===== config.mk =====
export PLATFORM = sky130hd
export DESIGN_NAME = difftest_top
export DESIGN_NICKNAME = d
export VERILOG_FILES = /design/src/design/difftest_pkg.sv /design/src/design/commit_if.sv /design/src/design/insn_shadow_pipe.sv /design/src/design/commit_stage.sv /design/src/design/arch_reg_shadow.sv /design/src/design/trace_serializer.sv /design/src/design/trace_ctrl_regs.sv /design/src/design/difftest_top.sv
export VERILOG_INCLUDE_DIRS = /design/src /design/src/include
export SDC_FILE = /design/constraint.sdc
export NUM_CORES = 2
export LEC_CHECK = 0
export ABC_AREA = 1
export BUFFER_PORTS_ARGS = -buffer_cell sky130_fd_sc_hd__buf_4
export CAP_MARGIN = 10
export CORE_MARGIN = 10
export CORE_UTILIZATION = 55
export CTS_BUF_LIST = sky130_fd_sc_hd__clkbuf_8
export DETAILED_ROUTE_END_ITERATION = 10
export HOLD_SLACK_MARGIN = 0.03
export PLACE_DENSITY_LB_ADDON = 0.08
export SLEW_MARGIN = 20
export SYNTH_ARGS = -nofsm -noshare
export SYNTH_HDL_FRONTEND = slang
export SYNTH_SLANG_ARGS = --single-unit
export TNS_END_PERCENT = 5

===== constraint.sdc =====
create_clock -name clk -period 10.9 [get_ports clk]
set_clock_uncertainty 0.1 [all_clocks]
set_input_delay 0 -clock clk [delete_from_list [all_inputs] [get_ports clk]]
set_output_delay 0 -clock clk [all_outputs]
set_load 0.03 [all_outputs]

===== src/include/difftest_params.svh =====
`ifndef DIFFTEST_PARAMS_SVH
`define DIFFTEST_PARAMS_SVH

// instruction word width
`define DT_INSN_DW      32

// word pc, byte offset bits dropped
`define DT_PC_W         30

// architectural register number width
`define DT_REG_AW       5

// register data width
`define DT_DW           32

// issue lanes
`define DT_LANES        2

// trace buffer entries, power of two
`define DT_TRACE_DEPTH  4

`endif


===== src/design/difftest_pkg.sv =====
`default_nettype none

`include "difftest_params.svh"

package difftest_pkg;

   typedef logic [`DT_INSN_DW-1:0] insn_t;
   typedef logic [`DT_PC_W-1:0]    pc_t;       // pc[31:2]
   typedef logic [`DT_REG_AW-1:0]  reg_addr_t;
   typedef logic [`DT_DW-1:0]      data_t;
   typedef logic [1:0]             cfg_addr_t;

   // trace register block map
   typedef enum cfg_addr_t
   {
      REG_CTRL    = 2'd0,   // bit0 enable, bit1 write 1 to clear overflow
      REG_STATUS  = 2'd1,   // bit0 overflow
      REG_COMMITS = 2'd2,
      REG_TSC     = 2'd3
   } cfg_reg_e;

endpackage

`default_nettype wire


===== src/design/commit_if.sv =====
`timescale 1ns/100ps
`default_nettype none

`include "difftest_params.svh"

interface commit_if;
   import difftest_pkg::*;

   logic [`DT_LANES-1:0]       valid;   // one clock per committed lane
   pc_t [`DT_LANES-1:0]        pc;
   insn_t [`DT_LANES-1:0]      insn;
   logic [`DT_LANES-1:0]       we;
   reg_addr_t [`DT_LANES-1:0]  waddr;
   data_t [`DT_LANES-1:0]      wdata;

   modport src
   (
      output valid,
      output pc,
      output insn,
      output we,
      output waddr,
      output wdata
   );

   modport dst
   (
      input  valid,
      input  pc,
      input  insn,
      input  we,
      input  waddr,
      input  wdata
   );

endinterface

`default_nettype wire


===== src/design/insn_shadow_pipe.sv =====
`timescale 1ns/100ps
`default_nettype none

`include "difftest_params.svh"

module insn_shadow_pipe
(
   input  wire                                   clk,
   input  wire                                   rst_n,
   input  wire                                   stall,
   input  wire                                   p_ce_s1,
   input  wire                                   p_ce_s2,
   input  wire                                   p_ce_s3,
   input  wire difftest_pkg::insn_t [`DT_LANES-1:0] id_ins,
   output difftest_pkg::insn_t [`DT_LANES-1:0]   cmt_ins
);
   import difftest_pkg::*;

   insn_t [`DT_LANES-1:0] ex_ins;
   insn_t [`DT_LANES-1:0] s1o_ins;
   insn_t [`DT_LANES-1:0] s2o_ins;
   insn_t [`DT_LANES-1:0] s3o_ins;

   always_ff @(posedge clk)
   begin
      if (!rst_n)
      begin
         ex_ins  <= '0;
         s1o_ins <= '0;
         s2o_ins <= '0;
         s3o_ins <= '0;
         cmt_ins <= '0;
      end
      else
      begin
         if (!stall)
         begin
            ex_ins <= id_ins;      // decode -> execute
         end
         if (p_ce_s1)
         begin
            s1o_ins <= ex_ins;
         end
         if (p_ce_s2)
         begin
            s2o_ins <= s1o_ins;
         end
         if (p_ce_s3)
         begin
            s3o_ins <= s2o_ins;
         end
         cmt_ins <= s3o_ins;       // same stage as the commit bundle
      end
   end

endmodule

`default_nettype wire


===== src/design/commit_stage.sv =====
`timescale 1ns/100ps
`default_nettype none

`include "difftest_params.svh"

module commit_stage
(
   input  wire                                       clk,
   input  wire                                       rst_n,
   input  wire                                       p_ce_s3,
   input  wire [`DT_LANES-1:0]                       commit_valid,
   input  wire difftest_pkg::pc_t [`DT_LANES-1:0]    commit_pc,
   input  wire [`DT_LANES-1:0]                       commit_rf_we,
   input  wire difftest_pkg::reg_addr_t [`DT_LANES-1:0] commit_rf_waddr,
   input  wire difftest_pkg::data_t [`DT_LANES-1:0]  commit_rf_wdata,
   input  wire difftest_pkg::insn_t [`DT_LANES-1:0]  cmt_ins,
   commit_if.src                                     cmt
);

   always_ff @(posedge clk)
   begin
      if (!rst_n)
      begin
         cmt.valid <= '0;
         cmt.we    <= '0;
      end
      else
      begin
         cmt.valid <= commit_valid & {`DT_LANES{p_ce_s3}};   // no commit while s3 holds
         cmt.we    <= commit_rf_we;
      end
   end

   // payload, qualified by valid downstream
   always_ff @(posedge clk)
   begin
      cmt.pc    <= commit_pc;
      cmt.waddr <= commit_rf_waddr;
      cmt.wdata <= commit_rf_wdata;
   end

   assign cmt.insn = cmt_ins;   // shadow pipe output, already registered

endmodule

`default_nettype wire


===== src/design/arch_reg_shadow.sv =====
`timescale 1ns/100ps
`default_nettype none

`include "difftest_params.svh"

module arch_reg_shadow
(
   input  wire                           clk,
   input  wire                           rst_n,
   commit_if.dst                         cmt,
   input  wire difftest_pkg::reg_addr_t  dbg_raddr,
   output difftest_pkg::data_t           dbg_rdata
);
   import difftest_pkg::*;

   localparam NREGS = 1 << `DT_REG_AW;

   data_t regs [NREGS];

   always_ff @(posedge clk)
   begin
      if (!rst_n)
      begin
         for (int i = 0; i < NREGS; i++)
         begin
            regs[i] <= '0;
         end
      end
      else
      begin
         // higher lane is younger, so it lands last
         for (int l = 0; l < `DT_LANES; l++)
         begin
            if (cmt.valid[l] && cmt.we[l] && (cmt.waddr[l] != '0))
            begin
               regs[cmt.waddr[l]] <= cmt.wdata[l];
            end
         end
      end
   end

   assign dbg_rdata = regs[dbg_raddr];   // r0 never written

endmodule

`default_nettype wire


===== src/design/trace_serializer.sv =====
`timescale 1ns/100ps
`default_nettype none

`include "difftest_params.svh"

module trace_serializer
(
   input  wire                       clk,
   input  wire                       rst_n,
   input  wire                       trace_en,
   input  wire                       ovf_clear,
   commit_if.dst                     cmt,
   output logic                      trace_valid,
   output difftest_pkg::pc_t         trace_pc,
   output difftest_pkg::insn_t       trace_insn,
   output logic                      trace_wen,
   output difftest_pkg::reg_addr_t   trace_wnum,
   output difftest_pkg::data_t       trace_wdata,
   output logic                      trace_lane,
   output logic                      overflow
);
   import difftest_pkg::*;

   localparam DEPTH = `DT_TRACE_DEPTH;
   localparam PTR_W = $clog2(DEPTH);
   localparam CNT_W = $clog2(DEPTH + 1);

   pc_t        buf_pc    [DEPTH];
   insn_t      buf_insn  [DEPTH];
   logic       buf_wen   [DEPTH];
   reg_addr_t  buf_wnum  [DEPTH];
   data_t      buf_wdata [DEPTH];
   logic       buf_lane  [DEPTH];

   logic [PTR_W-1:0] rd_ptr;
   logic [PTR_W-1:0] wr_ptr;
   logic [PTR_W-1:0] wr_ptr1;
   logic [CNT_W-1:0] count;
   logic [CNT_W-1:0] space;
   logic             pop;
   logic             push0;
   logic             push1;
   logic             drop;

   assign pop   = (count != '0);
   assign space = CNT_W'(DEPTH) - count + CNT_W'(pop);   // slot freed by this pop counts

   assign push0   = trace_en && cmt.valid[0] && (space != '0);
   assign push1   = trace_en && cmt.valid[1] && (space > CNT_W'(push0));
   assign drop    = trace_en && ((cmt.valid[0] && !push0) || (cmt.valid[1] && !push1));
   assign wr_ptr1 = wr_ptr + PTR_W'(push0);   // lane 1 goes behind lane 0

   always_ff @(posedge clk)
   begin
      if (push0)
      begin
         buf_pc[wr_ptr]    <= cmt.pc[0];
         buf_insn[wr_ptr]  <= cmt.insn[0];
         buf_wen[wr_ptr]   <= cmt.we[0];
         buf_wnum[wr_ptr]  <= cmt.waddr[0];
         buf_wdata[wr_ptr] <= cmt.wdata[0];
         buf_lane[wr_ptr]  <= 1'b0;
      end
      if (push1)
      begin
         buf_pc[wr_ptr1]    <= cmt.pc[1];
         buf_insn[wr_ptr1]  <= cmt.insn[1];
         buf_wen[wr_ptr1]   <= cmt.we[1];
         buf_wnum[wr_ptr1]  <= cmt.waddr[1];
         buf_wdata[wr_ptr1] <= cmt.wdata[1];
         buf_lane[wr_ptr1]  <= 1'b1;
      end
   end

   always_ff @(posedge clk)
   begin
      if (!rst_n)
      begin
         rd_ptr   <= '0;
         wr_ptr   <= '0;
         count    <= '0;
         overflow <= 1'b0;
      end
      else
      begin
         rd_ptr <= rd_ptr + PTR_W'(pop);
         wr_ptr <= wr_ptr + PTR_W'(push0) + PTR_W'(push1);
         count  <= count - CNT_W'(pop) + CNT_W'(push0) + CNT_W'(push1);
         if (drop)
         begin
            overflow <= 1'b1;   // a new drop beats a clear
         end
         else if (ovf_clear)
         begin
            overflow <= 1'b0;
         end
      end
   end

   // head entry drives the record, popped every cycle it is valid
   assign trace_valid = pop;
   assign trace_pc    = buf_pc[rd_ptr];
   assign trace_insn  = buf_insn[rd_ptr];
   assign trace_wen   = buf_wen[rd_ptr];
   assign trace_wnum  = buf_wnum[rd_ptr];
   assign trace_wdata = buf_wdata[rd_ptr];
   assign trace_lane  = buf_lane[rd_ptr];

endmodule

`default_nettype wire


===== src/design/trace_ctrl_regs.sv =====
`timescale 1ns/100ps
`default_nettype none

`include "difftest_params.svh"

module trace_ctrl_regs
(
   input  wire                           clk,
   input  wire                           rst_n,
   input  wire                           cfg_we,
   input  wire difftest_pkg::cfg_addr_t  cfg_addr,
   input  wire difftest_pkg::data_t      cfg_wdata,
   input  wire                           overflow,
   commit_if.dst                         cmt,
   output difftest_pkg::data_t           cfg_rdata,
   output logic                          trace_en,
   output logic                          ovf_clear
);
   import difftest_pkg::*;

   localparam NC_W = $clog2(`DT_LANES + 1);

   data_t           commits;
   data_t           tsc;
   logic [NC_W-1:0] n_commit;
   logic            ctrl_wr;

   assign ctrl_wr   = cfg_we && (cfg_reg_e'(cfg_addr) == REG_CTRL);
   assign ovf_clear = ctrl_wr && cfg_wdata[1];   // write-one pulse, not stored

   always_comb
   begin
      n_commit = '0;
      for (int l = 0; l < `DT_LANES; l++)
      begin
         n_commit = n_commit + NC_W'(cmt.valid[l]);
      end
   end

   always_ff @(posedge clk)
   begin
      if (!rst_n)
      begin
         trace_en <= 1'b0;
         commits  <= '0;
         tsc      <= '0;
      end
      else
      begin
         if (ctrl_wr)
         begin
            trace_en <= cfg_wdata[0];
         end
         commits <= commits + data_t'(n_commit);   // independent of trace_en
         tsc     <= tsc + 1'b1;
      end
   end

   always_comb
   begin
      case (cfg_reg_e'(cfg_addr))
         REG_CTRL:    cfg_rdata = data_t'(trace_en);
         REG_STATUS:  cfg_rdata = data_t'(overflow);
         REG_COMMITS: cfg_rdata = commits;
         REG_TSC:     cfg_rdata = tsc;
         default:     cfg_rdata = '0;
      endcase
   end

endmodule

`default_nettype wire


===== src/design/difftest_top.sv =====
`timescale 1ns/100ps
`default_nettype none

`include "difftest_params.svh"

module difftest_top
(
   input  wire                                          clk,
   input  wire                                          rst_n,
   input  wire                                          stall,
   input  wire                                          p_ce_s1,
   input  wire                                          p_ce_s2,
   input  wire                                          p_ce_s3,
   input  wire difftest_pkg::insn_t [`DT_LANES-1:0]     id_ins,
   input  wire [`DT_LANES-1:0]                          commit_valid,
   input  wire difftest_pkg::pc_t [`DT_LANES-1:0]       commit_pc,
   input  wire [`DT_LANES-1:0]                          commit_rf_we,
   input  wire difftest_pkg::reg_addr_t [`DT_LANES-1:0] commit_rf_waddr,
   input  wire difftest_pkg::data_t [`DT_LANES-1:0]     commit_rf_wdata,
   input  wire                                          cfg_we,
   input  wire difftest_pkg::cfg_addr_t                 cfg_addr,
   input  wire difftest_pkg::data_t                     cfg_wdata,
   input  wire difftest_pkg::reg_addr_t                 dbg_raddr,
   output wire                                          trace_valid,
   output wire difftest_pkg::pc_t                       trace_pc,
   output wire difftest_pkg::insn_t                     trace_insn,
   output wire                                          trace_wen,
   output wire difftest_pkg::reg_addr_t                 trace_wnum,
   output wire difftest_pkg::data_t                     trace_wdata,
   output wire                                          trace_lane,
   output wire                                          overflow,
   output wire difftest_pkg::data_t                     cfg_rdata,
   output wire difftest_pkg::data_t                     dbg_rdata
);
   import difftest_pkg::*;

   insn_t [`DT_LANES-1:0] cmt_ins;   // stage 3 word, one cycle later
   logic                  trace_en;
   logic                  ovf_clear;

   commit_if cmt ();   // registered commit bundle

   // port names match the nets here, so implicit connection by name
   insn_shadow_pipe u_insn_shadow_pipe
   (
      .*
   );

   commit_stage u_commit_stage
   (
      .*
   );

   arch_reg_shadow u_arch_reg_shadow
   (
      .*
   );

   trace_serializer u_trace_serializer
   (
      .*
   );

   trace_ctrl_regs u_trace_ctrl_regs
   (
      .*
   );

endmodule

`default_nettype wire


# Word level (Yosys, flattened, before mapping)

Memory sizes are Yosys's and may differ from the RTL's. A register that Yosys moved wholly into a read port is not among the register bits.
Index checks and enable logic that the tools add are counted.
W data, S select, Z words.

Reductions and logical operators: 24
Order comparisons: 1
Equal/unequal tests: 3
Muxes and demuxes: 26
Add/sub/neg operators: 11
Bitwise operators: 1

Operator list:

| kind                    | number |
|---|---|
| $pmux W32 S4            | 1 |
| $mux W32                | 2 |
| $reduce_or A32 Y1       | 2 |
| $add A32 B1 Y32 const B | 1 |
| $add A32 B2 Y32         | 1 |
| $mux W1                 | 15 |
| $logic_and A1 B1 Y1     | 13 |
| $mux W2                 | 6 |
| $mux W5                 | 2 |
| $reduce_bool A5 Y1      | 2 |
| $add A3 B1 Y3           | 3 |
| $add A2 B1 Y2           | 3 |
| $reduce_bool A3 Y1      | 2 |
| $eq A2 B2 Y1 const B    | 2 |
| $gt A3 B1 Y1            | 1 |
| $sub A3 B1 Y3           | 1 |
| $sub A3 B3 Y3 const A   | 1 |
| $add A1 B1 Y2           | 1 |
| $and A2 B2 Y2           | 1 |
| $eq A2 B1 Y1 const B    | 1 |
| $logic_not A1 Y1        | 2 |
| $logic_not A2 Y1        | 1 |
| $reduce_bool A2 Y1      | 1 |
| $logic_or A1 B1 Y1      | 1 |

Output and inout port bits: 167
Input bits: 248
Memory bits (writable): 1428
Register bits after elaboration: 531
Logic and storage cells: 98
Memories: 7

Memories:

| name                         | words | width | rd ports | clocked after memory_dff | write ports | line                   | source |
|---|---|---|---|---|---|---|---|
| u_arch_reg_shadow.regs       | 32    | 32    | 1        | 0                        | 32          | arch_reg_shadow.sv:18  | `data_t regs [NREGS];` |
| u_trace_serializer.buf_insn  | 4     | 32    | 1        | 1                        | 2           | trace_serializer.sv:29 | `insn_t buf_insn [DEPTH];` |
| u_trace_serializer.buf_wdata | 4     | 32    | 1        | 1                        | 2           | trace_serializer.sv:32 | `data_t buf_wdata [DEPTH];` |
| u_trace_serializer.buf_pc    | 4     | 30    | 1        | 1                        | 2           | trace_serializer.sv:28 | `pc_t buf_pc [DEPTH];` |
| u_trace_serializer.buf_wnum  | 4     | 5     | 1        | 1                        | 2           | trace_serializer.sv:31 | `reg_addr_t buf_wnum [DEPTH];` |
| u_trace_serializer.buf_lane  | 4     | 1     | 1        | 1                        | 2           | trace_serializer.sv:33 | `logic buf_lane [DEPTH];` |
| +1 memories                  | -     | -     | -        | -                        | -           | -                      |  |

# Depth between registers and ports, before layout

Word-level depth: 11
Mapped depth: 16
Mapped depth without buffers: 14

# Hierarchy

A second synthesis with hierarchy kept.

Cell total of the unflattened synthesis: 10061
Area total of the unflattened synthesis: 92372.3 um^2

By module, submodules not included:

| module           | instances | cells an instance | sequential area each (um^2) | area an instance (um^2) |
|---|---|---|---|---|
| arch_reg_shadow  | 1         | 5066              | 30749.5                     | 50183.1 |
| trace_serializer | 1         | 2453              | 12251.8                     | 21918.5 |
| insn_shadow_pipe | 1         | 1756              | 6406.1                      | 13295.3 |
| trace_ctrl_regs  | 1         | 575               | 1301.2                      | 3698.5 |
| commit_stage     | 1         | 211               | 2762.6                      | 3276.9 |

# Worst setup path after synthesis

OpenSTA, ideal clock, no wires.

Kind: reg-to-reg
From: register u_trace_serializer.count[1]
To: memory u_trace_serializer.buf_insn[2][0] in the netlist's numbering, enable pin
Required time: 9.873 ns
Path buffers: 1
Period minus slack after synthesis: 4.679 ns
Setup time: 0.927 ns
Stages on the path, launching flop included: 15
Arrival time: 3.652 ns
Slack: 6.221 ns
Cell sequence: dfxtp_1 -> inv_1 -> ha_1 -> inv_1 -> nand2_1 -> nor2_1 -> nand2_1 -> nand2_1 -> inv_1 -> ha_1 -> xnor2_1 -> inv_1 -> nand4_1 -> clkbuf_1 -> nand2_1

RTL lines:

| element                | line                   | source |
|---|---|---|
| from (decl)            | trace_serializer.sv:38 | `logic [CNT_W-1:0] count;` |
| from (signal assigned) | trace_serializer.sv:88 | `count <= count - CNT_W'(pop) + CNT_W'(push0) + CNT_W'(push1);` |
| to (decl)              | trace_serializer.sv:29 |  |

==> run_results.csv <==
group,metric,value,unit
worst_setup_path,crit_path_start,"u_trace_serializer.count[1]",
placement,place.gp.congestion,0.8818,
yosys,avgSynthCellArea,9.004,sq um
yosys,synth-seq-area-share,59.74,%
worst_setup_path,cp_num_cells,13,
yosys,synth.most_common_cell,"nand2_1",
grt,grt_max_degree,207,
sta,slew_headroom,14.28,%
yosys,ys.flop_type,"edfxtp_1",
clocking,cts.clk_slew.worst_paths,0.06,ns
cells_and_area,stdcell_count,13030,
sta,finalCriticalPeriod,5.118,ns
worst_setup_path,path_class,"reg -> reg",
clocking,cts_root_buffer,"clkbuf_8",
yosys,synthTopCellsByArea,"edfxtp_1 (48%), dfxtp_1 (12%), nand2_1 (9.1%)",
clocking,clockBufferDepth,4,
grt,grt_pass1_wl,459.5,mm
sta,fmax,195.4,MHz
worst_setup_path,slowest_stage,"nand2_4",
sta,worstMarginPinSlew,1.281,ns
cells_and_area,drive_gt1_share,10.08,%
flow_run,drv_cap,0,
worst_setup_path,worst_path_dominant_cell_family,"simple AND/OR/NAND/NOR gates",
die,row_count,147,
yosys,yosys_warnings,0,
hold_path,hp-class,"in -> reg",
power_and_ir_drop,power-per-cell-area,167.8,nW/um^2
routing,drt-vias-per-instance,6.067,
yosys,synth_area,89510,sq um
worst_setup_path,reg2reg_to,"u_trace_serializer.buf_pc[0][28]",
sta,drv_slew,0,
placement,portBuffers,384,
placement,dp.cells,11740,
worst_setup_path,cp_cell_sequence,"inv_1 -> ha_1 -> inv_1 -> nand2_1 -> nor2_1 -> nand2_1 -> nand2_1 -> inv_1 -> ha_1 -> xnor2_1 -> nand4_1 -> nand2_4 -> buf_4",
die,die_w,423.4,um
cells_and_area,synthToLayoutAreaGrowth,18.39,%
routing,vias,79050,
sta,fin_crit_sh,46.96,%
die,die_h,423.4,um
yosys,synth_top_cell_by_area,"edfxtp_1",
routing,drc_errors,0,
worst_setup_path,r2r_slack,5.78,ns
die,io_pins,415,
yosys,synth.ff_latch_count,1959,
clocking,cts-htree-levels,5,
grt,grt_pass1_vias,77160,
power_and_ir_drop,leakage,0.04150,uW
die,core,161100,sq um
sta,rsz0062_at_grt,"no",
grt,antenna_found_initial,10,
sta,hold_violations,0,
clocking,cts_buffers,344,
clocking,post-cts-setup-buffers,0,
worst_setup_path,worstPathMaxFanout,58,
yosys,synth-edff-count,1424,
worst_setup_path,arrival,5.67,ns
clocking,cts_resized,0,
worst_setup_path,regToRegStartpoint,"u_trace_serializer.count[1]",
routing,drt_iter0_drc,9728,
yosys,ys_types,36,
yosys,syn_inst,9941,
clocking,tritoncts,"built",
yosys,ys_top_cells_by_count,"nand2_1 (2,164), nand3_1 (1,590), o21ai_0 (1,506)",
worst_setup_path,start_kind,"flip-flop",
worst_setup_path,crit_path_end,"u_trace_serializer.buf_pc[0][28]",
worst_setup_path,critical_path.max_stage_delay,0.99,ns
grt,overflow,0,
routing,wirelength,305.7,mm
sta,setup_violations,0,
die,die_area,179300,sq um
power_and_ir_drop,peakVddDrop,142.3,uV
power_and_ir_drop,p_total,17780,uW
clocking,worst_skew_pair.late_latency,1.07,ns
run_status,status,"finished clean",
sta,fin_tns_setup,0,ns
routing,firstDrtPassIters,6,
worst_setup_path,worstPathRequired,11.46,ns
worst_setup_path,cp-end-kind,"flip-flop",
cells_and_area,fill_cells,12780,
die,start_util,55.55,%
routing,ant_nets,0,
worst_setup_path,reg2regPathDepth,13,
worst_setup_path,crit_buf_inv,4,
routing,wl_per_cell,23.46,um
grt,gr-usage-all-layers,32.78,%
clocking,clock_sinks,1959,
yosys,synth_top_cell_area_share,47.77,%
cells_and_area,final_nets,10870,
yosys,async_flop_share,0,%
placement,hpwl,163.0,mm
[logic make-up after synthesis]
logic type,Yosys count,synth area share (%)
AO/OA/AOI/OAI,2077,12.25
XOR/XNOR,8,0.07829
adder cells (fa/ha/maj),9,0.1510
buffers and inverters,1331,6.216
flip-flops,1959,59.74
other,2,0.008391
AND/OR/NAND/NOR,4555,21.56
[where the power goes]
group / total [uW] / internal (uW) / switching, uW
Sequential: 8360 / 8200 / 156
Clock: 6360 / 3310 / 3050
Combinational: 3070 / 939 / 2130
Total: 17800 / 12500 / 5330
[state kept, by name, indices dropped and copies added (netlist names), 10 cells and up]
name                          cells
u_arch_reg_shadow.regs         1024
u_commit_stage.cmt.pc            60
u_commit_stage.cmt.waddr         10
u_commit_stage.cmt.wdata         64
u_insn_shadow_pipe.cmt_ins       64
u_insn_shadow_pipe.ex_ins        64
u_insn_shadow_pipe.s1o_ins       64
u_insn_shadow_pipe.s2o_ins       64
u_insn_shadow_pipe.s3o_ins       64
u_trace_ctrl_regs.commits        32
u_trace_ctrl_regs.tsc            32
u_trace_serializer.buf_insn     128
u_trace_serializer.buf_pc       120
u_trace_serializer.buf_wdata    128
u_trace_serializer.buf_wnum      20
[layout by cell type (no fill, tap or decap), types with 90 or more instances in the layout]
cell type and instances:
clkbuf_8 385, nand3_1 1582, nand2_1 2134, dfxtp_1 529, o22ai_1 408, nor2_1 734
edfxtp_1 1424, buf_4 551, dlygate4sd3_1 685, inv_1 487, o21ai_0 1506, o21ai_1 90
[layer usage]
| metal | routed length (um) | track usage (%) | up-vias | part of all wire (%) |
|---|---|---|---|---|
| met5 | 54 | 0 | - | 0.018 |
| met4 | 15520 | 16.34 | 10 | 5.1 |
| met3 | 32710 | 7.252 | 928 | 11 |
| met2 | 142700 | 53.10 | 4782 | 47 |
| met1 | 114700 | 41.43 | 37570 | 38 |
| li1 | - | - | 35760 | - |
[worst min path at each step]
| stage | slack, ns | end | depth (start not counted) | startpoint |
|---|---|---|---|---|
| 3_5_place_dp | 0.006 | u_commit_stage.cmt.pc[31] | 1 | commit_pc[31] |
| 3_3_place_gp | 0.004 | u_commit_stage.cmt.pc[57] | 1 | commit_pc[57] |
| 6_report | 0.13 | u_commit_stage.cmt.waddr[9] | 3 | commit_rf_waddr[9] |
| 4_1_cts | 0.03 | u_commit_stage.cmt.wdata[61] | 3 | commit_rf_wdata[61] |
| 5_1_grt | 0.10 | u_commit_stage.cmt.wdata[61] | 3 | commit_rf_wdata[61] |
| 2_1_floorplan | -0.07 | u_commit_stage.cmt.pc[0] | 0 | commit_pc[0] |
[final cells by class]
class,count,area (sq um),share of cell area [%]
Sequential cell,1959,53480,50.47
Multi-Input combinational cell,6682,30800,29.07
Timing Repair Buffer,1248,11230,10.60
Clock buffer,385,5299,5.001
Tap cell,2160,2703,2.551
Inverter,381,1455,1.373
Clock inverter,208,965.9,0.9116
Antenna cell,8,20.02,0.01889
[worst register-to-register path, cell delays in order, from the launching register on]
cell	delay, ns
dfxtp_1	0.34
inv_1	0.12
ha_1	0.25
inv_1	0.06
nand2_1	0.05
nor2_1	0.11
nand2_1	0.09
nand2_1	0.14
inv_1	0.07
ha_1	0.19
xnor2_1	0.35
nand4_1	0.81
nand2_4	0.99
buf_4	0.95
[timing repair]
| item | in CTS | in global routing |
|---|---|---|
| endpoints found under the hold margin | 554 | 0 |
| hold buffers | 688 | 0 |
| endpoints found under the setup margin | 0 | 0 |
[stage by stage]
step	hold slack [ns]	setup slack, ns	cell area (sq um)	utilization (%)
finish	0.1333	5.782	106000	65.77
global route	0.1043	5.428	106000	65.76
CTS	0.03225	5.911	105900	65.72
detailed placement	0.005637	5.958	92700	57.53
global placement	0.004180	5.930	92700	57.53
floorplan	-0.07228	6.221	89620	-
No activity file was read; power rests on OpenSTA's default activity.
